`src/logic/vz_bus_pkg.sv`:
```
package vz_bus_pkg;

	typedef logic [15:0] addr_t;    // CPU address
	typedef logic [7:0]  data_t;    // Bus data byte
	typedef logic [7:0]  key_code_t;

	// Row * 8 + column, a 0 means pressed
	typedef logic [63:0] key_matrix_t;

	// Request from the external bus master, levels held for a whole bus cycle
	typedef struct packed
	{
		addr_t addr;
		data_t wdata;
		logic  mreq;
		logic  iorq;
		logic  rd;
		logic  wr;
	} bus_req_t;

	// One-hot memory map selects
	typedef struct packed
	{
		logic vram;     // 7000-77FF
		logic io;       // 6800-6FFF
		logic main_ram; // 7800-7FFF and 8000-B7FF
	} region_t;

	// Latched I/O write bits
	typedef struct packed
	{
		logic speaker_a; // Data bit 0
		logic speaker_b; // Data bit 5
		logic cass_out;  // Data bit 2
		logic ag;        // Data bit 3
		logic css;       // Data bit 4
	} mode_t;

	// Bus cycle length in CLK50MHZ clocks is last phase plus one
	localparam logic [3:0] PHASE_LAST_NORMAL = 4'd13;
	localparam logic [3:0] PHASE_LAST_TURBO  = 4'd3;

	// 2K video RAM, 16K main RAM
	localparam int VRAM_AW_DEF = 11;
	localparam int MAIN_AW_DEF = 14;

endpackage
```
`src/logic/bus_sequencer.sv`:
```
`timescale 1ns/1ps

module bus_sequencer
(
	input  logic CLK50MHZ,
	input  logic RESET_N,
	input  logic turbo_i,
	output logic cpu_clk_o,
	output logic commit_o
);
	import vz_bus_pkg::*;

	logic [3:0] phase;
	logic       cpu_clk_q;
	logic       wrap;

	// Turbo is only looked at in phase 3, so a change waits for the next cycle
	assign wrap = (phase == PHASE_LAST_NORMAL) ||
		((phase == PHASE_LAST_TURBO) && turbo_i);

	always_ff @(posedge CLK50MHZ or negedge RESET_N)
	begin
		if (!RESET_N)
		begin
			phase     <= 4'd0;
			cpu_clk_q <= 1'b0;
		end
		else
		begin
			if (wrap)
			begin
				phase <= 4'd0;
			end
			else
			begin
				phase <= phase + 4'd1;
			end

			// High for the one clock after phase 0
			cpu_clk_q <= (phase == 4'd0);
		end
	end

	assign cpu_clk_o = cpu_clk_q;

	// Memory side strobe, writes land on the edge that ends it
	assign commit_o = cpu_clk_q;

endmodule

```
`config.mk`:
```
export PLATFORM = sky130hd
export DESIGN_NAME = bus_sequencer
export DESIGN_NICKNAME = d
export VERILOG_FILES = /design/src/logic/vz_bus_pkg.sv /design/src/logic/bus_sequencer.sv
export SDC_FILE = /design/constraint.sdc
export NUM_CORES = 1
export LEC_CHECK = 0
export ABC_AREA = 0
export BUFFER_PORTS_ARGS = -buffer_cell sky130_fd_sc_hd__clkbuf_2
export CELL_PAD_IN_SITES_DETAIL_PLACEMENT = 0
export CELL_PAD_IN_SITES_GLOBAL_PLACEMENT = 1
export CORE_AREA = 2 2 39 41
export DETAILED_ROUTE_END_ITERATION = 12
export DIE_AREA = 0 0 41 43
export PLACE_DENSITY = 0.53
export SYNTH_ARGS = -nofsm -noshare
export SYNTH_HDL_FRONTEND = slang
export SYNTH_SLANG_ARGS = --single-unit
```
`constraint.sdc`:
```
create_clock -name CLK50MHZ -period 1.7 [get_ports CLK50MHZ]
set_input_delay 0.085 -clock CLK50MHZ [delete_from_list [all_inputs] [get_ports CLK50MHZ]]
set_output_delay 0.085 -clock CLK50MHZ [all_outputs]
set_load 0.1 [all_outputs]
```
* Word-level counts from Yosys, hierarchy flattened *
Index checks and enable logic that the tools add are counted.

storage, ports and cells
  logic and storage cells = 9
  bits in registers = 5
  input port bits = 3

operators by class
  equality and inequality tests = 2
  reductions and logical operators = 3
  multiplexer cells = 1
  add/sub/neg operators = 1

operators with widths
  cell                                                  count
  adder 4 x 1 -> 4 bit (second input constant)          1
  equality test 4 x 2 -> 1 bit (second input constant)  1
  equality test 4 bit (second input constant)           1
  logical NOT 4 bit                                     1
  two-way mux 4 bit                                     1
  logical AND 1 bit                                     1
  logical OR 1 bit                                      1

* Logic depth before layout (Yosys ltp) *
  word-level depth = 4
  gate-level depth with buffers = 4

* Worst setup path before layout *
OpenSTA, ideal clock, no wires.

  kind = reg2out
  start = register cpu_clk_q (netlist: commit_o)
  end = output cpu_clk_o
  stages on the path, launching flop included = 2
  path slack = 0.291 ns
  buffers on the path = 1
  data arrival time = 1.324 ns
  cells stage by stage = dfrtp_1 buf_4

RTL lines
  element                 line                 text
  from (decl)             bus_sequencer.sv:14  logic cpu_clk_q;
  from (signal assigned)  bus_sequencer.sv:40  cpu_clk_q <= (phase == 4'd0);
  to (decl)               bus_sequencer.sv:8   output logic cpu_clk_o,

No word-level cell between the ends.

* Final worst setup path *
  start = register phase[1]
  end = register phase[3]

on the way
  cells in the longest elaborated chain, start to end = 4
  elaborated cells between the ends (all ways) = 6
  classes of those cells = 1 x add/sub; 2 x eq/ne; 1 x mux; 2 x reduce/logical

ends and longest elaborated chain
  element                                                                       line                 text
  from (decl)                                                                   bus_sequencer.sv:13  logic [3:0] phase;
  from (signal assigned)                                                        bus_sequencer.sv:36  phase <= phase + 4'd1;
  parallel branches: the longest is 3 deep, another holds adder 4 x 1 -> 4 bit  -
  two-way mux 4 bit *                                                           bus_sequencer.sv:30  if (wrap)

Mark *: on every way between the ends.

==> results.yml <==
outcome:
  status: "finished clean"
route:
  wl_um: 528
  drcViolationCount: 0
  wl_met3_um: 22
  dr.pass1.iters: 4
  vias: 219
  avgRoutedWirePerCell_um: 10.8
  routed-wl-met2_um: 290
  drt-met1-wl_um: 215
  highest_layer: "met3"
  avgViaCountPerCell: 4.47
  ant_nets: 0
  drt_iter0_drc: 4
clocking:
  cts.sinks: 5
  cts_tree: "yes"
  clockRootBuffer: "clkbuf_4"
  cts_buffer_depth: 2
  clkLatencyLatePin_ns: 0.24
  clk_pin_slew_ns: 0.04
  htree_levels: 1
  cts_buffers: 3
  post-cts-setup-buffers: 0
  ctsResizeCount: 0
worst_hold_path:
  whs_path_depth: 3
  min_path_type: "input pin to register"
  min-delay-start: "turbo_i"
yosys:
  seq_area_frac_synth: 0.424
  synth_compound_area_frac: 0.165
  synth.area.mux_share: 0
  ys_warn_count: 0
  syn_inst: 26
  ys_types: 15
  syn_nets: 32
  synthDominantCellAreaShare: 0.424
  synth_fa_ha_area_frac: 0.127
  syn_avg_cell_area_um2: 11.4
  synthSimpleGateAreaFrac: 0.182
  synthXorXnorAreaFrac: 0
  synth_top_cell_by_area: "dfrtp_1"
  synth_top_family_by_area: "simple AND/OR/NAND/NOR gates"
  synth_area_um2: 295
  synth-seq-cells: 5
  synthTopCellsByArea: "dfrtp_1 (42%), ha_1 (13%), o311a_2 (7.6%)"
sta:
  period_needed_ns: 1.17
  finClkSkew_ns: 0.000437
  hold_violations: 0
  tightest_slew_ns: 0.537
  min_period_over_period: 0.691
  rsz0062_at_grt: "no"
  clock.fmax_mhz: 852
  slew_headroom: 0.643
  drv_slew: 0
  finalSetupTns_ns: 0
  setup_violations: 0
layout:
  multi_input_area_um2: 140
  layout-drive-gt1-share: 0.364
  fillers: 152
  final_nets: 40
  regArea_um2: 125
  n_antenna_cell: 0
  postLayoutCellArea_um2: 353
  synthToLayoutAreaGrowth_pct: 19.5
critical_path:
  critPathRequiredTime_ns: 1.81
  start_kind: "register"
  r2r_start: "phase[1]$_DFF_PN0_"
  slowest_delay_ns: 0.41
  crit_type: "register to register"
  startpoint: "phase[1]$_DFF_PN0_"
  reg2reg_depth: 4
  path_max_fanout: 4
  cp_cell_sequence: "inv_1 -> ha_1 -> inv_1 -> a311o_1"
  crit_top_cell: "inv_1"
  critPathCaptureType: "register"
  cpMaxStageDelayCell: "dfrtp_1"
  critPathArrivalTime_ns: 1.29
floorplanning:
  initial_utilization: 0.213
  fp-row-count: 14
  die_height_um: 43
  io_pins: 5
  fp.dieArea_mm2: 0.00176
  die_w_um: 41
  coreArea_mm2: 0.00138
global_route:
  grt-ovfl-total: 0
  grt_usage: 0.0848
  grt_pass1_vias: 219
  grt_max_degree: 10
  antenna_found_initial: 0
  grt_pass1_wl_um: 876
power_and_ir_drop:
  peakVddDrop_uv: 525
  powerDensity_mw_per_mm2: 1950
  p_leak_nw: 0.177
placed_design:
  place_congestion: 0.631
  io_buffers: 4
  placed_cell_area_um2: 317
flow_run:
  cap_violations: 0
[cells in the mapped netlist]
cell type,number
a21bo_2,1
a311o_1,1
and2b_2,2
and4b_1,1
buf_4,1
buf_6,1
dfrtp_1,5
ha_1,3
inv_1,3
nand2_1,2
nand2b_1,1
nand3_1,1
nor3b_1,1
o22ai_1,1
o311a_2,2
[layout by cell type (no fill, tap or decap)]
master	synthesis	final
clkbuf_2	0	4
o311a_2	2	2
clkbuf_4	0	3
clkbuf_1	0	1
nand3_1	1	1
a311o_1	1	1
nor3b_1	1	1
nand2b_1	1	1
and2b_2	2	2
o22ai_1	1	1
dlygate4sd3_1	0	1
ha_1	3	3
and4b_1	1	1
inv_1	3	3
nand2_1	2	2
a21bo_2	1	1
dfrtp_1	5	5
[registers in the layout, summed over array words and instances, names as in the netlist]
| name | count |
|---|---|
| phase | 4 |
| commit_o | 1 |
[kinds of logic after synthesis]
kind of cell,after synthesis
AO/OA/AOI/OAI,5
adder cells (fa/ha/maj),3
buffers and inverters,5
flip-flops,5
AND/OR/NAND/NOR,8
[layer usage]
| layer | track usage | vias to the layer above |
|---|---|---|
| li1 | - | 105 |
| met5 | 0 | - |
| met2 | 0.106 | 7 |
| met1 | 0.0852 | 107 |
| met3 | 0.0628 | 0 |
| met4 | 0.0800 | 0 |
[worst paths after layout]
path	endpoint	slack (ns)
worst max-delay path	phase[3]$_DFF_PN0_	0.53
worst max register to register	phase[3]$_DFF_PN0_	0.53
worst min-delay path	phase[2]$_DFF_PN0_	0.17
min in group asynchronous	commit_o$_DFF_PN0_	0.20
worst min register to register	commit_o$_DFF_PN0_	0.57
max in group asynchronous	phase[0]$_DFF_PN0_	1.36
[final cells by class]
type	instances	area share
multi-input combinational	16	0.397
sequential	5	0.355
inverter	3	0.0319
timing repair buffer	5	0.0851
tap	16	0.0567
clock buffer	4	0.0745
[worst max-delay path: cells and delay by family (launching register included)]
family,cells,cell delay [ns]
compound gates,1,0.31
buf+inv,2,0.14
flops,1,0.41
fa+ha+maj,1,0.19
[power breakdown]
| group | total, mW | switching (mW) | leakage [nW] | internal, mW |
|---|---|---|---|---|
| combinational | 0.338 | 0.225 | 0.105 | 0.114 |
| clock | 0.131 | 0.0428 | 0.0150 | 0.0883 |
| sequential | 0.220 | 0.0579 | 0.0571 | 0.162 |
| total | 0.689 | 0.325 | 0.177 | 0.364 |
[through the flow]
step                utilization  power [mW]  setup WS, ns  hold slack (ns)  instances
floorplan                     -       0.524         0.291           -0.211         26
global placement          0.229       0.544         0.565          -0.0976         44
detailed placement        0.229       0.561         0.523          -0.0911         44
CTS                       0.255       0.703         0.521            0.168         49
global route              0.255       0.747         0.453            0.166         49
finish                    0.255       0.689         0.526            0.175         49
[repair_timing]
item                                   in CTS  in global routing
setup endpoints to repair                   0                  0
hold buffers                                1                  0
endpoints found under the hold margin       5                  0
(Power assumes the default switching activity.)
