File: src/logic/vz_bus_pkg.sv
package vz_bus_pkg;

	typedef logic [15:0] addr_t;    // CPU address
	typedef logic [7:0]  data_t;    // Bus data byte
	typedef logic [7:0]  key_code_t;

	// Row * 8 + column, a 0 means pressed
	typedef logic [63:0] key_matrix_t;

	// Request from the external bus master, levels held for a whole bus cycle
	typedef struct packed
	{
		addr_t addr;
		data_t wdata;
		logic  mreq;
		logic  iorq;
		logic  rd;
		logic  wr;
	} bus_req_t;

	// One-hot memory map selects
	typedef struct packed
	{
		logic vram;     // 7000-77FF
		logic io;       // 6800-6FFF
		logic main_ram; // 7800-7FFF and 8000-B7FF
	} region_t;

	// Latched I/O write bits
	typedef struct packed
	{
		logic speaker_a; // Data bit 0
		logic speaker_b; // Data bit 5
		logic cass_out;  // Data bit 2
		logic ag;        // Data bit 3
		logic css;       // Data bit 4
	} mode_t;

	// Bus cycle length in CLK50MHZ clocks is last phase plus one
	localparam logic [3:0] PHASE_LAST_NORMAL = 4'd13;
	localparam logic [3:0] PHASE_LAST_TURBO  = 4'd3;

	// 2K video RAM, 16K main RAM
	localparam int VRAM_AW_DEF = 11;
	localparam int MAIN_AW_DEF = 14;

endpackage
File: src/logic/key_matrix.sv
`timescale 1ns/1ps

module key_matrix
(
	input  logic                    CLK50MHZ,
	input  logic                    RESET_N,
	input  logic                    key_strobe_i,
	input  logic                    key_pressed_i,
	input  vz_bus_pkg::key_code_t   key_code_i,
	output vz_bus_pkg::key_matrix_t matrix_o
);
	import vz_bus_pkg::*;

	key_matrix_t matrix_q;
	logic [5:0]  key_idx;
	logic        key_hit;

	// Set 2 make codes to row * 8 + column
	always_comb
	begin
		key_hit = 1'b1;
		key_idx = 6'd0;
		case (key_code_i)
			8'h16: key_idx = 6'd28; // 1
			8'h1E: key_idx = 6'd25; // 2
			8'h26: key_idx = 6'd27; // 3
			8'h25: key_idx = 6'd29; // 4
			8'h2E: key_idx = 6'd24; // 5
			8'h36: key_idx = 6'd40; // 6
			8'h3D: key_idx = 6'd45; // 7
			8'h3E: key_idx = 6'd43; // 8
			8'h46: key_idx = 6'd41; // 9
			8'h45: key_idx = 6'd44; // 0
			8'h4E: key_idx = 6'd42; // Minus
			8'h49: key_idx = 6'd33; // Period
			8'h41: key_idx = 6'd35; // Comma
			8'h4C: key_idx = 6'd60; // Semicolon
			8'h52: key_idx = 6'd58; // Quote
			8'h5A: key_idx = 6'd50; // Return
			8'h29: key_idx = 6'd36; // Space
			8'h14: key_idx = 6'd10; // Ctrl
			8'h12: key_idx = 6'd18; // Left shift
			8'h15: key_idx = 6'd4;  // Q
			8'h1D: key_idx = 6'd1;  // W
			8'h24: key_idx = 6'd3;  // E
			8'h2D: key_idx = 6'd5;  // R
			8'h2C: key_idx = 6'd0;  // T
			8'h35: key_idx = 6'd48; // Y
			8'h3C: key_idx = 6'd53; // U
			8'h43: key_idx = 6'd51; // I
			8'h44: key_idx = 6'd49; // O
			8'h4D: key_idx = 6'd52; // P
			8'h1C: key_idx = 6'd12; // A
			8'h1B: key_idx = 6'd9;  // S
			8'h23: key_idx = 6'd11; // D
			8'h2B: key_idx = 6'd13; // F
			8'h34: key_idx = 6'd8;  // G
			8'h33: key_idx = 6'd56; // H
			8'h3B: key_idx = 6'd61; // J
			8'h42: key_idx = 6'd59; // K
			8'h4B: key_idx = 6'd57; // L
			8'h1A: key_idx = 6'd20; // Z
			8'h22: key_idx = 6'd17; // X
			8'h21: key_idx = 6'd19; // C
			8'h2A: key_idx = 6'd21; // V
			8'h32: key_idx = 6'd16; // B
			8'h31: key_idx = 6'd32; // N
			8'h3A: key_idx = 6'd37; // M
			default: key_hit = 1'b0;
		endcase
	end

	// Active low matrix, all keys up after reset
	always_ff @(posedge CLK50MHZ or negedge RESET_N)
	begin
		if (!RESET_N)
		begin
			matrix_q <= '1;
		end
		else if (key_strobe_i && key_hit)
		begin
			matrix_q[key_idx] <= ~key_pressed_i;
		end
	end

	assign matrix_o = matrix_q;

endmodule

File: config.mk
export PLATFORM = sky130hd
export DESIGN_NAME = key_matrix
export DESIGN_NICKNAME = d
export VERILOG_FILES = /design/src/logic/vz_bus_pkg.sv /design/src/logic/key_matrix.sv
export SDC_FILE = /design/constraint.sdc
export NUM_CORES = 1
export LEC_CHECK = 0
export ABC_AREA = 1
export BUFFER_PORTS_ARGS = -buffer_cell sky130_fd_sc_hd__buf_2
export CORE_MARGIN = 2
export CORE_UTILIZATION = 34
export CTS_CLUSTER_DIAMETER = 60
export DETAILED_ROUTE_END_ITERATION = 8
export PLACE_DENSITY = 0.65
export SLEW_MARGIN = 40
export SYNTH_ARGS = -nofsm -noshare
export SYNTH_HDL_FRONTEND = slang
export SYNTH_SLANG_ARGS = --single-unit
File: constraint.sdc
create_clock -name CLK50MHZ -period 1.04 [get_ports CLK50MHZ]
set_input_delay 0.208 -clock CLK50MHZ [delete_from_list [all_inputs] [get_ports CLK50MHZ]]
set_output_delay 0.208 -clock CLK50MHZ [all_outputs]
set_load 0.01 [all_outputs]
## Word-level counts from Yosys, hierarchy flattened

Cells that the tools add are included.

- Bits in registers: 64
- Bits of input ports: 12
- Output and inout port bits: 64

- Magnitude comparators: 2
- Equality and inequality tests: 45
- Mux-type cells: 5
- Bitwise gates (word level): 1
- Reductions and logical operators: 3

Operators with widths:

| kind | number |
|---|---|
| 6-bit case mux with 44 select lines | 1 |
| 8-bit by 6-bit == test with 1-bit output (second input constant) | 23 |
| 8-bit by 7-bit == test with 1-bit output (second input constant) | 13 |
| 8-bit by 5-bit == test with 1-bit output (second input constant) | 9 |
| 64-bit bitwise mux | 1 |
| 45-bit OR reduction | 1 |
| 6-bit by 7-bit < comparator with 1-bit output (second input constant) | 1 |
| 1-bit demux with 6-bit select | 1 |
| 6-bit by 1-bit greater-or-equal comparator with 1-bit output (second input constant) | 1 |
| 1-bit logical AND | 2 |
| 1-bit two-way mux | 2 |
| 1-bit inverter | 1 |

## Longest topological paths before layout

- Depth after elaboration: 7
- Mapped depth: 14
- Depth with buffers taken out: 13

## Least setup slack after synthesis

OpenSTA, ideal clock, no wires.

- Kind: input to register
- Start point: input key_code_i[2]
- End point: register matrix_q[9] (netlist: matrix_o[9])
- Library setup time: 0.076 ns
- Arrival: 1.510 ns
- Slack: -0.546 ns
- Cell stages on the path: 14
- Path through: buf_2 inv_2 nand2_1 nor2_1 nand2_1 nand2_1 nor2_1 nand2_1 nor2_1 nand3_2 buf_6 buf_6 nand4_1 nand2_1

- Word-level cells in the longest chain between the ends: 7

Ends and longest elaborated chain:

| item | line | source |
|---|---|---|
| from (decl) | key_matrix.sv:9 | `input vz_bus_pkg::key_code_t key_code_i,` |
| 8-bit by 6-bit == test with 1-bit output, or another cell as far along | key_matrix.sv:23 | `case (key_code_i)` |
| 6-bit case mux with 44 select lines | key_matrix.sv:23 |  |
| 6-bit by 7-bit < comparator with 1-bit output (not written as such) or 6-bit by 1-bit greater-or-equal comparator with 1-bit output (tied branches) | key_matrix.sv:82 | `matrix_q[key_idx] <= ~key_pressed_i;` |
| 1-bit logical AND (not written as such) | key_matrix.sv:82 |  |
| 1-bit two-way mux (not written as such) | key_matrix.sv:82 |  |
| 1-bit demux with 6-bit select | key_matrix.sv:82 |  |
| 64-bit bitwise mux | key_matrix.sv:82 |  |
| to (signal, indexed assignment) | key_matrix.sv:82 |  |
| to (decl) | key_matrix.sv:14 | `key_matrix_t matrix_q;` |

Parallel ways exist; a longest one is shown, timed or not.
A chain may end at the register's enable or synchronous reset.

## Worst setup path after layout

- Start point: input key_code_i[5]
- End point: register matrix_q[20] (netlist: matrix_o[20])

Same word-level chain as after synthesis.

==> impl_metrics.csv <==
group,metric,value,unit
run_status,status,"finished with violations",
run_status,violations,"negative setup slack",
cts,clock_sinks,64,
power,irDropWorstVdd,0.000672,V
synth,yosys-top-cells-count,"181 x nand2_1, 64 x dfstp_2, 64 x nor2_1",
drt,route.detailed.wl_per_inst,15.7,µm
grt,grt_max_degree,42,
synth,synth_largest_area_cell,"dfstp_2",
synth,ys_seq_area_share,46.5,%
worst_setup_path,slowest_delay,0.26,ns
worst_setup_path,path_max_fanout,12,
place,port-buffer-count,75,
flow_run,drv_cap,0,
grt,overflow,0,
synth,synth-edff-count,0,
drt,vias_per_cell,4.85,
worst_setup_path,setup.worst_path.start_class,"input port",
worst_hold_path,hp-class,"in2async",
synth,synthTopCellsByArea,"dfstp_2 46%, nand2_1 19%, nand4_1 8.1%",
worst_setup_path,crit_chain,"buf_6 -> inv_4 -> nand2_4 -> nor2_4 -> nand2_2 -> nand2_2 -> nor2_1 -> nand2_1 -> nor2_4 -> nand3_4 -> buf_6 -> buf_16 -> nand4_1 -> nand2_1",
layout,multiInputGateArea,2060,µm²
worst_setup_path,worstSetupPathDepth,14,
layout,antenna_cells,0,
floorplan,coreArea,10300,µm²
synth,synth-seq-cells,64,
cts,path_clk_slew,0.08,ns
synth,syn_avg_cell_area,7.04,µm²
floorplan,die_area,11500,µm²
timing,finalCritPeriodShare,139,%
power,power_leakage,0.00324,µW
timing,finClkSkew,0,ns
worst_setup_path,cp_top_family,"simple AND/OR/NAND/NOR gates",
place,preCtsSetupSlack,-0.979,ns
timing,rsz0062_at_grt,"true",
worst_setup_path,r2r_end,"matrix_o[18]",
worst_setup_path,crit_buf_inv,4,
floorplan,start_util,35.1,%
worst_setup_path,r2r-start,"matrix_o[18]",
synth,yosysMostFrequentCell,"nand2_1",
drt,drt_first_pass_iters,5,
drt,drt_iter0_drc,159,
synth,synth_area,3620,µm²
layout,fin_util,61.5,%
drt,detail-route-antenna-nets,0,
place,place_congestion,0.897,
floorplan,die_x,107,µm
cts,htree_num_levels,3,
timing,hold_violations,0,
synth,synth_cells,514,
drt,drc_errors,0,
grt,grt_pass1_wl,20900,µm
worst_setup_path,r2r_cells,3,
grt,grt_usage,23.5,%
drt,vias,3985,
layout,finalNetCount,693,
timing,slew_headroom,81.7,%
timing,fmax,0.692,GHz
timing,finalSetupViolations,108,
grt,grt_pass1_vias,4161,
synth,ys_types,17,
synth,ys.warnings.count,0,
drt,wirelength,12900,µm
timing,setup_ws,-0.404,ns
cts,root_buffer,"clkbuf_8",
cts,cts_max_path_buffers,2,
worst_setup_path,cpMaxStageDelayCell,"nor2_4",
worst_setup_path,cp-end-kind,"register",
timing,tightest_slew,0.274,ns
synth,ys.flop_type,"dfstp_2",
synth,syn_nets,526,
synth,postSynth.asyncResetShare,100,%
worst_setup_path,arrival,1.76,ns
worst_setup_path,rrSetupSlack,0.23,ns
floorplan,ios,76,
layout,n_fill_cell,880,
timing,fin_crit,1.44,ns
worst_setup_path,required,1.35,ns
cts,clk_latency,0.36,ns
floorplan,rows,37,
cts,cts_tree,"done",
layout,largest_reg_flops,64,
layout,area_growth_syn_to_layout,75.4,%
power,power_density,918,nW/µm²
layout,drive_gt1_share,57.3,%
floorplan,die_y,107,µm
cts,numCtsBuffers,9,
timing,drv_slew,0,
grt,antenna_found_initial,0,
layout,seqCellArea,1680,µm²
worst_setup_path,critPathKind,"in2reg",
synth,synth_top_cell_area_share,46.5,%
place,dp_hpwl,8190,µm
## worst register-to-register path, stage by stage, from the launching register on
cell     delay, ns
dfstp_2       0.56
buf_4         0.11
nand2_1       0.04
nand2_1       0.05
## placed cells by master (no fill, tap or decap), drive strengths merged
master       instances
buf                198
nand2              181
nor2                68
dfstp               64
nand3               53
inv                 51
nand4               47
clkbuf              10
clkinv               4
clkinvlp             3
o21ai                3
a21oi                2
nor3                 1
dlygate4sd3          1
## routing by layer
metal | vias to the layer above | GRT usage, % | share of wire, %
li1 | 1960 | - | -
met1 | 1906 | 30.1 | 43
met2 | 100 | 39.7 | 50
met3 | 19 | 3.83 | 4.2
met4 | 0 | 8.35 | 2.0
met5 | - | 0 | 0
## area by class of cell
| class | count | area share (%) |
|---|---|---|
| repair buffers | 199 | 31.9 |
| well taps | 136 | 2.68 |
| multi-input cells | 355 | 32.4 |
| clock buffers | 10 | 2.17 |
| flip-flops and latches | 64 | 26.5 |
| clock inverters | 6 | 0.709 |
| inverters | 52 | 3.59 |
## per-stage QoR
step / cell area [µm²] / TNS [ns] / instances / total power, µW / hold WS (ns)
global placement: 4760 / -40.31 / 764 / 3280 / 0.356
detailed placement: 4760 / -41.66 / 764 / 3310 / 0.356
CTS: 6250 / -24.81 / 819 / 5810 / 0.0148
finish: 6350 / -27.08 / 822 / 5830 / 0.00568
global route: 6350 / -32.47 / 822 / 6070 / 0.0297
floorplan: 3740 / -18.24 / 514 / 3020 / 0.0602
## how the worst max path moves through the flow
stage | startpoint | slack, ns | endpoint
2_1_floorplan | key_code_i[2] | -0.43 | matrix_o[9]
3_3_place_gp | key_code_i[0] | -0.93 | matrix_o[10]
3_5_place_dp | key_code_i[0] | -0.98 | matrix_o[20]
4_1_cts | key_code_i[7] | -0.34 | matrix_o[11]
5_1_grt | key_code_i[7] | -0.49 | matrix_o[57]
6_report | key_code_i[5] | -0.40 | matrix_o[20]
## power by group
part           switching [µW]  internal, µW  leakage [µW]
clock                    1140           932     0.0000845
combinational             654           535       0.00249
sequential               22.5          2550      0.000660
## repair_timing
item | 4_1_cts | 5_1_grt
cloned | 6 | 0
gates resized for setup | 208 | 22
endpoints found under the hold margin | 1 | 0
pin swaps | 24 | 13
endpoints found under the setup margin | 109 | 109
hold buffers | 1 | 0
setup buffers | 33 | 3
## cells by family after synthesis
family	count (synthesis)	synth area share, %
simple gates	349	41.7
buf+inv	96	11.2
flops	64	46.5
compound gates	5	0.691
(Power assumes the default switching activity.)
