File: src/logic/vz_bus_pkg.sv
package vz_bus_pkg;

	typedef logic [15:0] addr_t;    // CPU address
	typedef logic [7:0]  data_t;    // Bus data byte
	typedef logic [7:0]  key_code_t;

	// Row * 8 + column, a 0 means pressed
	typedef logic [63:0] key_matrix_t;

	// Request from the external bus master, levels held for a whole bus cycle
	typedef struct packed
	{
		addr_t addr;
		data_t wdata;
		logic  mreq;
		logic  iorq;
		logic  rd;
		logic  wr;
	} bus_req_t;

	// One-hot memory map selects
	typedef struct packed
	{
		logic vram;     // 7000-77FF
		logic io;       // 6800-6FFF
		logic main_ram; // 7800-7FFF and 8000-B7FF
	} region_t;

	// Latched I/O write bits
	typedef struct packed
	{
		logic speaker_a; // Data bit 0
		logic speaker_b; // Data bit 5
		logic cass_out;  // Data bit 2
		logic ag;        // Data bit 3
		logic css;       // Data bit 4
	} mode_t;

	// Bus cycle length in CLK50MHZ clocks is last phase plus one
	localparam logic [3:0] PHASE_LAST_NORMAL = 4'd13;
	localparam logic [3:0] PHASE_LAST_TURBO  = 4'd3;

	// 2K video RAM, 16K main RAM
	localparam int VRAM_AW_DEF = 11;
	localparam int MAIN_AW_DEF = 14;

endpackage
File: src/logic/addr_decoder.sv
`timescale 1ns/1ps

module addr_decoder
#(
	parameter int VRAM_AW = 11,
	parameter int MAIN_AW = 14
)
(
	input  logic                 commit_i,
	input  vz_bus_pkg::bus_req_t bus_i,
	output vz_bus_pkg::region_t  region_o,
	output logic [VRAM_AW-1:0]   vram_addr_o,
	output logic [MAIN_AW-1:0]   main_addr_o,
	output logic                 vram_we_o,
	output logic                 main_we_o
);
	import vz_bus_pkg::*;

	logic [4:0] a_hi;
	logic       mem_wr;

	assign a_hi = bus_i.addr[15:11]; // 2K granularity

	always_comb
	begin
		region_o          = '0;
		region_o.vram     = (a_hi == 5'b01110);
		region_o.io       = (a_hi == 5'b01101);
		// 7800-7FFF plus 8000-B7FF, B800 and up is not fitted
		region_o.main_ram = (a_hi == 5'b01111) ||
			((bus_i.addr[15:14] == 2'b10) && (a_hi != 5'b10111));
		if (bus_i.iorq)
		begin
			region_o = '0; // Port cycles never hit memory
		end
	end

	// Both RAMs fold onto the low address bits
	assign vram_addr_o = bus_i.addr[VRAM_AW-1:0];
	assign main_addr_o = bus_i.addr[MAIN_AW-1:0];

	assign mem_wr = commit_i && bus_i.mreq && bus_i.wr && !bus_i.iorq;

	assign vram_we_o = mem_wr && region_o.vram;
	assign main_we_o = mem_wr && region_o.main_ram;

endmodule

File: config.mk
export PLATFORM = sky130hd
export DESIGN_NAME = addr_decoder
export DESIGN_NICKNAME = d
export VERILOG_FILES = /design/src/logic/vz_bus_pkg.sv /design/src/logic/addr_decoder.sv
export SDC_FILE = /design/constraint.sdc
export NUM_CORES = 1
export LEC_CHECK = 0
export BUFFER_PORTS_ARGS = -buffer_cell sky130_fd_sc_hd__buf_4
export CORE_AREA = 8 8 45 47
export DETAILED_ROUTE_END_ITERATION = 8
export DIE_AREA = 0 0 53 55
export GPL_ROUTABILITY_DRIVEN = 0
export PLACE_DENSITY = 0.74
export SLEW_MARGIN = 10
export SYNTH_ARGS = -nofsm -noshare
export SYNTH_HDL_FRONTEND = slang
export SYNTH_SLANG_ARGS = --single-unit
File: constraint.sdc
create_clock -name vclk -period 0.8
set_clock_uncertainty 0.05 [all_clocks]
set_input_delay 0.04 -clock vclk [all_inputs]
set_output_delay 0.04 -clock vclk [all_outputs]
set_load 0.05 [all_outputs]
Yosys cells after proc, flatten, opt, wreduce, memory -nomap -nowiden --
Index checks and enable logic that the tools add are counted.
Operators by class: mux-type cells 1, reduce and logical (&&, ||, !) cells 8, equal/unequal tests 5
Operator list (count):
- $eq 5x4->1 const B | 3
- $logic_and 1x1->1 | 6
- $ne 5x5->1 const B | 1
- $mux 3 | 1
- $eq 2x2->1 const B | 1
- $logic_not 1->1 | 1
- $logic_or 1x1->1 | 1
Storage, ports and cells: register bits after elaboration 0, logic and storage cells 14

Depth between registers and ports, before layout --
Gate-level depths: netlist of run 1.
depth after elaboration 5, mapped depth 3

Least setup slack after synthesis of run 1 --
OpenSTA, ideal clock, no wires.
kind input -> output, start input port bus_i[26] (netlist bit), end output port region_o[2] (netlist bit), setup slack -0.640 ns, cell stages on the path 3, buffers on the path 0, required time 0.710 ns, arrival time 1.350 ns, cells stage by stage nor2b_4 > nand3b_4 > nor3_1
RTL lines:
- from (decl) | line addr_decoder.sv:10 | input vz_bus_pkg::bus_req_t bus_i,
- to (decl) | line addr_decoder.sv:11 | output vz_bus_pkg::region_t region_o,

Worst setup path in the final report of run 1 --
start input port bus_i[27] (netlist bit), end output port vram_we_o
On the way: longest elaborated chain between the ends 3
RTL lines:
- $eq 5x4->1 | line addr_decoder.sv:27 | region_o.vram = (a_hi == 5'b01110);
- $mux 3 | line addr_decoder.sv:32 | if (bus_i.iorq)
- $logic_and 1x1->1 | line addr_decoder.sv:44 | assign vram_we_o = mem_wr && region_o.vram;
- to (decl) | line addr_decoder.sv:14 | output logic vram_we_o,
No other way between the ends.

==> summary.md, run 1 <==
| Metric | Value |
|---|---|
| Delay-heaviest family, CP | simple AND/OR/NAND/NOR gates |
| CP Max Fanout | 3 |
| Yosys top cell by area | buf_4 |
| Netlist cell types | 12 |
| Hold Path Class | input port to output port |
| Cell mode on critical path | buf_6 |
| Die Wd | 53 µm |
| CP Buf/Inv Count | 2 |
| DRT iter0 DRCs | 1 |
| Relative slew slack | 86.4% |
| Worst setup EP type | output port |
| Finished layout cell area | around 420 µm² |
| Placed cell area | approximately 330 µm² |
| Post-Syn Area | 302 µm² |
| Sequential fraction of the synthesis area | 0% |
| Fillers | 148 |
| Clock period minus worst slack | 907 ps |
| Crit path DAT | 820 ps |
| Largest net degree at the start of global routing | 5 |
| RSZ-0062 raised after global routing | yes |
| WS Path Type | input port to output port |
| FF/Latch Area | 0 µm² |
| Commonest cells post-synth | 25 x buf_4, 2 x nor2_1 |
| Final wirelength | 663 µm |
| Core box area | 1380 µm² |
| Final-report hold violation count | 0 |
| Die area | between 2000 and 3000 µm² |
| Worst vdd ir | 0.206 mV |
| Tot Pwr | between 0.2 and 0.25 mW |
| Rows | 14 |
| Failing checks | setup timing |
| DRC viols | 0 |
| Share of layout cells above drive strength 1 | 88.9% |
| Die Height | 55 µm |
| PortBufs | 17 |
| Synth Warn # | 0 |
| Global-route wire length before repair | approximately 1100 µm |
| CP max stage cell | nor4_4 |
| Initial Utilization | 21.8% |
| CP peak stage delay | 230 ps |
| Synthesized netlist cell count | 37 |
| Main area contributors after synthesis | buf_4 62%, nor4_4 7.1%, nand3b_4 6.6% |
| Global Route Usage Sum | 4.80% |
| Top-area cell type share of the netlist area | 62.2% |
| Crit start category | input port |
| Hold_ws | 30.0 ps |
| Vias | between 150 and 200 |
| Crit path cell chain | buf_6 -> nor2b_4 -> nand3b_4 -> nor4_4 -> buf_6 |
| Routed len/inst | 12.8 µm |
| F_max | 1.10 GHz |
| Pre-antenna DRT Iters | 2 |
| Most used standard cell by instance count after synthesis | buf_4 |
| Seq_cells | 0 |
| Nets | 67 |
| Initial antenna violation count | 0 |
| Area of the multi-input gates | 155 µm² |
| Leakage | 0.198 nW |
| Final setup viols | 5 |
| Cell area power density | slightly below 500 nW/µm² |
| Ports | 59 |
| Via count of the first global-routing pass | 221 |
| Status | finished with violations |
| WP data required | 710 ps |
| Final Cycle Share | 113% |
| Max-Cap Viols | 0 |
| Gr ovfl total | 0 |
| PnR worst setup slack | -107 ps |
| Synth-to-Final Area Change | 37.8% |
| Setup WS pre-CTS | -199 ps |
| Syn Nets | 66 |
| Worst-Margin Slew | 203 ps |
| CTS Hold Bufs | 0 |
| Final Util | 30.0% |
| DR vias/cell | approximately 3.6 |
| Diodes inserted | 0 |
| Slew Limit Fails | 0 |
| Routed Antenna Nets | 0 |
| Clock buffer cells | 0 |
| Avg Cell Area, Syn | 8.15 µm² |
[cell usage in the layout (no fill, tap or decap), drive strengths merged]
cell type	synthesis	final
nand3b	1	1
nand3	1	1
nor2b	2	2
mux2i	1	1
nor2	2	2
buf	25	24
nor3b	1	1
nor3	1	1
nand4b	1	1
nor4	1	1
inv	1	1
[power by group]
| group | total [mW] | internal, mW | switching (mW) | leakage, nW |
|---|---|---|---|---|
| sequential | 0 | 0 | 0 | 0 |
| combinational | 0.202 | 0.103 | 0.0990 | 0.198 |
| clock | 0 | 0 | 0 | 0 |
[worst paths after layout]
| check | start | to | cells after the start |
|---|---|---|---|
| worst max-delay path | bus_i[27] | vram_we_o | 5 |
| worst min-delay path | bus_i[20] | main_addr_o[8] | 0 |
[repair_timing]
item	4_1_cts	5_1_grt
buffers inserted	1	1
resized for setup	14	4
setup endpoints to repair	5	5
pin swaps	4	2
[cells by family (layout without fill, tap and decap cells)]
group,Yosys count,in the layout,share of synthesized area (%)
buffers and inverters,26,25,63.5
muxes,1,1,3.32
and+or+nand+nor,10,10,33.2
[layer usage]
layer	vias to the layer above	wire length [µm]	track usage (%)	share of wire [%]
li1	93	-	-	-
met1	77	261	6.19	39
met2	19	276	6.64	42
met3	0	125	2.67	19
met4	0	0	1.29	0
met5	-	0	0	0
[per-stage QoR]
stage          std cells  TNS (ps)
2_1_floorplan         37      -516
3_3_place_gp          50      -591
3_5_place_dp          50      -630
4_1_cts               51      -359
5_1_grt               52      -432
6_report              52      -197
[cell type report]
class	count	share of cell area, %
Multi-Input combinational cell	11	37.3
Tap cell	16	4.82
Timing Repair Buffer	24	56.9
Inverter	1	0.904
No activity file was read; power rests on OpenSTA's default activity.
==> run 2, diff against run 1 <==
ABC_AREA = 1   (was not set)
PLACE_DENSITY = 0.71   (was 0.74)
SLEW_MARGIN = not set   (was 10)
==> run 2 against run 1 <==
The run still ends with setup timing left. Non-clock buffer count down 3. Via count increased by 14%. Total power down 11%. Synthesized cell count is 22% higher. Sequential share of layout area did not move.
==> summary.md, run 2 <==
| Metric | Value |
|---|---|
| Clock period minus worst slack | 812 ps (-95.8 ps) |
| Diodes inserted | 0 (unchanged) |
| Cell mode on critical path | nor2_4 |
| Synth Warn # | 0 (unchanged) |
| Routed Antenna Nets | 0 (unchanged) |
| Die Wd | 53 µm (unchanged) |
| Commonest non-fill, non-tap cells in the layout | 12 x buf_4, 6 x buf_6, 4 x nand2_2 |
| Final Cycle Share | 101% (-12 points) |
| CP peak stage delay | 180 ps (-50 ps) |
| Crit path cell chain | buf_8 -> nor2_4 -> nand4_1 -> nor2_4 -> buf_6 |
| Synthesized netlist cell count | 45 (+22%) |
| Placed cell count | 57 (+14%) |
| Die Height | 55 µm (unchanged) |
| Nets | 72 (+7.5%) |
| DRC viols | 0 (unchanged) |
| Seq_cells | 0 (unchanged) |
| CP Max Fanout | 3 (unchanged) |
| Relative slew slack | 87.1% (+0.77 points) |
| Worst-Margin Slew | 192 ps (-10.7 ps) |
| Final setup viols | 1 (-4) |
| CP max stage cell | nand4_1 |
| Ports | 59 (unchanged) |
| Share of layout cells above drive strength 1 | 82.9% (-6.0 points) |
| Crit path DAT | 720 ps (-100 ps) |
| Placed cell area | 289 µm² (-11%) |
| RSZ-0062 raised after global routing | yes |
| Netlist cell types | 8 (-4) |
| Critical Path Source | bus_i[27] |
| Top sig layer | met3 |
| Cell area power density | 502 nW/µm² (+3.2%) |
| Met2 wire len | 348 µm (+26%) |
| DR vias/cell | 3.79 (+4.3%) |
| Fillers | 153 (+3.4%) |
| Tot Pwr | 0.179 mW (-11%) |
| FF/Latch Area | 0 µm² (unchanged) |
| Syn Nets | 74 (+12%) |
| Avg Cell Area, Syn | 6.06 µm² (-26%) |
| Final wirelength | 629 µm (-5.1%) |
| Yosys top cell by area | buf_4 |
| Commonest cells post-synth | 25 x buf_4, 5 x inv_1, 5 x nand2_1 |
| Non-Filler Instances | 57 (+9.6%) |
| DPL Wire Length | a little over 500 µm |
| Via count of the first global-routing pass | 217 (-1.8%) |
| Clock buffer cells | 0 (unchanged) |
| Worst hold start | bus_i[22] |
| Post CTS Setup Buffer Count | 0 (-1) |
| Most used standard cell by instance count after synthesis | buf_4 |
| Main area contributors after synthesis | buf_4 69%, inv_1 6.9%, nand2_1 6.9% |
| DRT iter0 DRCs | 0 (-1) |
| Routed len/inst | 11.0 µm (-13%) |
| PnR worst setup slack | -11.6 ps (+95.8 ps) |
| Post-Syn Area | 273 µm² (-9.5%) |
| Worst vdd ir | 0.0880 mV (-57%) |
| Sequential fraction of the synthesis area | 0% (unchanged) |
| Final-report hold violation count | 0 (unchanged) |
| Leakage | 0.174 nW (-12%) |
| Failing checks | setup timing |
| Final Util | 25.8% (-4.2 points) |
| Core box area | 1380 µm² (unchanged) |
| Global Route Usage Sum | 3.22% (-1.6 points) |
| Global-route wire length before repair | 800 µm (-27%) |
| F_max | 1.23 GHz (+12%) |
| Largest net degree at the start of global routing | 6 (+1) |
| Top-area cell type share of the netlist area | 68.8% (+6.6 points) |
| WS Path Type | input port to output port |
| Slew Limit Fails | 0 (unchanged) |
| Initial Utilization | 19.7% (-2.1 points) |
| Wl on met1 | 150 µm (-43%) |
| Vias | 216 (+14%) |
| Gr ovfl total | 0 (unchanged) |
| WP data required | 710 ps (about the same) |
| Leading cell type in the layout, fill and taps excluded | buf_4 |
| Setup WS pre-CTS | -95.0 ps (+104 ps) |
| PortBufs | 17 (unchanged) |
| Metal3 WL | 130 µm (+4.0%) |
| Area of the multi-input gates | 115 µm² (-26%) |
| Finished layout cell area | 357 µm² (-14%) |
| Rows | 14 (unchanged) |
| Worst setup EP type | output port |
| Die area | 2920 µm² (unchanged) |
| Hold path depth | 0 (unchanged) |
| Hold Path Class | input port to output port |
| Pre-antenna DRT Iters | 1 (-1) |
| Crit start category | input port |
| Synth-to-Final Area Change | 30.7% |
| Initial antenna violation count | 0 (unchanged) |
| Max-Cap Viols | 0 (unchanged) |
| Status | finished with violations |
==> run 2: layer usage <==
metal,vias to the layer above,global-route usage [%]
li1,105,-
met1,101,1.82
met2,10,7.42
met3,0,1.60
met4,0,1.29
met5,-,0
==> run 2: worst max-delay path: cells and delay by family <==
family	cells	cell delay, ps
simple gates	3	420
buf+inv	2	260
==> run 2: area by class of cell <==
cell class	instances	area share (%)
multi-input cells	15	32.3
well taps	16	5.61
inverters	5	5.26
repair buffers	21	56.8
==> run 2: logic make-up after synthesis <==
| logic type | after synthesis | share of synthesized area (%) |
|---|---|---|
| buffers and inverters | 30 | 75.7 |
| AND/OR/NAND/NOR | 13 | 20.6 |
| AO/OA/AOI/OAI | 2 | 3.67 |
==> run 2: report_power, final <==
part | switching [mW] | total (mW) | internal [mW] | leakage (nW)
combinational | 0.0953 | 0.179 | 0.0836 | 0.174
clock | 0 | 0 | 0 | 0
sequential | 0 | 0 | 0 | 0
==> run 2: timing repair <==
item | 4_1_cts | 5_1_grt
hold buffers | 0 | 0
hold endpoints to repair | 0 | 0
pin swaps | 3 | 6
setup endpoints to repair | 5 | 5
gates resized for setup | 9 | 13
==> run 2: worst paths after layout <==
check	end	slack, ps
setup / recovery	vram_we_o	-10
hold / removal	vram_addr_o[10]	30
==> run 2: metrics by stage <==
step                TNS (ps)  hold WS (ps)
floorplan               -144          93.7
global placement        -178          30.5
detailed placement      -201          30.5
CTS                    -5.92          30.5
global route            -153          30.1
finish                 -11.6          30.0
==> run 3, diff against run 2 <==
ABC_AREA = not set   (was 1)
PLACE_DENSITY = 0.74   (was 0.71)
clock period = 0.9 ns   (was 0.8 ns; I/O delays follow)
==> run 3 against run 2 <==
The flow still finishes with violations (setup timing). Sequential cell count is the same. Utilization decreased by 4.2 points. First-iteration DRC count did not move. Count of clock-buffer cells in the layout is the same. Critical path type unchanged. Largest power group unchanged.
==> summary.md, run 3 (same netlist as run 1, synthesis figures left out) <==
| Metric | Value |
|---|---|
| Slew Limit Fails | 0 (unchanged) |
| FF/Latch Area | 0 µm² (unchanged) |
| Nets | 61 (-15%) |
| DRT iter0 DRCs | 0 (unchanged) |
| Failing checks | setup timing |
| Leakage | 0.154 nW (-11%) |
| Routed len/inst | 12.1 µm (+9.3%) |
| Final Cycle Share | 102% |
| F_max | 1.09 GHz |
| Die Height | 55 µm (unchanged) |
| Clock buffer cells | 0 (unchanged) |
| Via count of the first global-routing pass | 186 (-14%) |
| Cell mode on critical path | buf_6 |
| Commonest non-fill, non-tap cells in the layout | 13 x buf_4, 5 x buf_6, 2 x nor2_1 |
| Status | finished with violations |
| Non-Filler Instances | 46 (-19%) |
| DR vias/cell | 3.52 (-7.1%) |
| DRC viols | 0 (unchanged) |
| Seq_cells | 0 (unchanged) |
| Post CTS Setup Buffer Count | 0 (unchanged) |
| Routed Antenna Nets | 0 (unchanged) |
| Largest net degree at the start of global routing | 5 (-1) |
| Final setup TNS | -17.8 ps (-6.20 ps) |
| Core box area | 1380 µm² (unchanged) |
| WP data required | 810 ps (+100 ps) |
| Initial antenna violation count | 0 (unchanged) |
| Final wirelength | 555 µm (-12%) |
| Worst vdd ir | 0.151 mV (+71%) |
| CP peak stage delay | 230 ps (+50 ps) |
| Crit path cell chain | buf_6 -> nor2b_4 -> nand3b_4 -> nor4_4 -> buf_6 |
| PnR worst setup slack | -17.8 ps (-6.20 ps) |
| Synth-to-Final Area Change | -0.830% |
| Crit path DAT | 820 ps (+100 ps) |
| Die Wd | 53 µm (unchanged) |
| Clock period minus worst slack | 918 ps |
| Pre-antenna DRT Iters | 1 (unchanged) |
| Relative slew slack | 86.2% (-0.97 points) |
| Die area | 2920 µm² (unchanged) |
| Final-report hold violation count | 0 (unchanged) |
| WS Path Type | input port to output port |
| Hold Path Class | input port to output port |
| CP Max Fanout | 3 (unchanged) |
| Final setup viols | 1 (unchanged) |
| Leading cell type in the layout, fill and taps excluded | buf_4 |
| Vias | 162 (-25%) |
| Gr ovfl total | 0 (unchanged) |
| Initial Utilization | 21.8% (+2.1 points) |
| DPL Wire Length | 476 µm (-7.0%) |
| Cell area power density | 445 nW/µm² (-11%) |
| Fillers | 155 (+1.3%) |
| CTS Hold Bufs | 0 (unchanged) |
| Placed cell count | 46 (-19%) |
| Share of layout cells above drive strength 1 | 76.7% (-6.3 points) |
| Setup WS pre-CTS | -74.3 ps (+20.7 ps) |
| Ports | 59 (unchanged) |
| Global-route wire length before repair | 793 µm (-0.88%) |
| Worst setup EP type | output port |
| Crit start category | input port |
| Diodes inserted | 0 (unchanged) |
| PortBufs | 17 (unchanged) |
| Global Route Usage Sum | 3.32% (+0.11 points) |
| CP max stage cell | nor4_4 |
| Worst-Margin Slew | 206 ps (+13.6 ps) |
| Max-Cap Viols | 0 (unchanged) |
| Rows | 14 (unchanged) |
| RSZ-0062 raised after global routing | yes |
## run 3: cell types whose count changed in the layout (fill, tap and decap cells not counted), moves of 2 or more
cell     before  now
nand2_2       4    0
buf_8         3    0
a21oi_2       2    0
inv_1         3    1
inv_2         2    0
nand4_1       2    0
nor2_1        0    2
nor2_2        2    0
nor2_4        2    0
## run 3: critical path, delay by kind of cell
family | cells | cell delay [ps]
buffers and inverters | 2 | 290
AND/OR/NAND/NOR | 3 | 480
## run 3: what timing repair did
item / in CTS / in global routing
hold endpoints to repair: 0 / 0
endpoints found under the setup margin: 2 / 3
gates resized for setup: 4 / 1
## run 3: final cells by class
cell class | instances | area [µm²] | share of cell area, %
multi-input combinational | 11 | 121 | 40.6
timing repair buffer | 18 | 154 | 51.5
inverter | 1 | 3.75 | 1.26
tap | 16 | 20.0 | 6.69
## run 3: power breakdown
group          internal [mW]  leakage, nW  switching (mW)
clock                      0            0               0
combinational         0.0596        0.154          0.0735
sequential                 0            0               0
total                 0.0596        0.154          0.0735
## run 3: metrics by stage
stage                     hold slack, ps  cell area [µm²]  power, mW  utilization [%]
after global routing                40.1              299      0.140             21.6
after global placement              40.5              280      0.129             20.3
final                               40.0              299      0.133             21.6
after floorplan                      106              313      0.339                -
after CTS                           40.5              295      0.134             21.3
after detailed placement            40.5              280      0.130             20.3
## run 3: worst paths after layout
kind	depth (start not counted)	from	slack [ps]	end
worst max-delay path	5	bus_i[27]	-20	vram_we_o
worst min-delay path	0	bus_i[22]	40	vram_addr_o[10]
## run 3: layer usage
metal	global-route usage (%)	part of all wire, %
met5	0	0
met4	1.29	0.36
met3	2.41	26
met2	3.91	30
met1	4.37	44
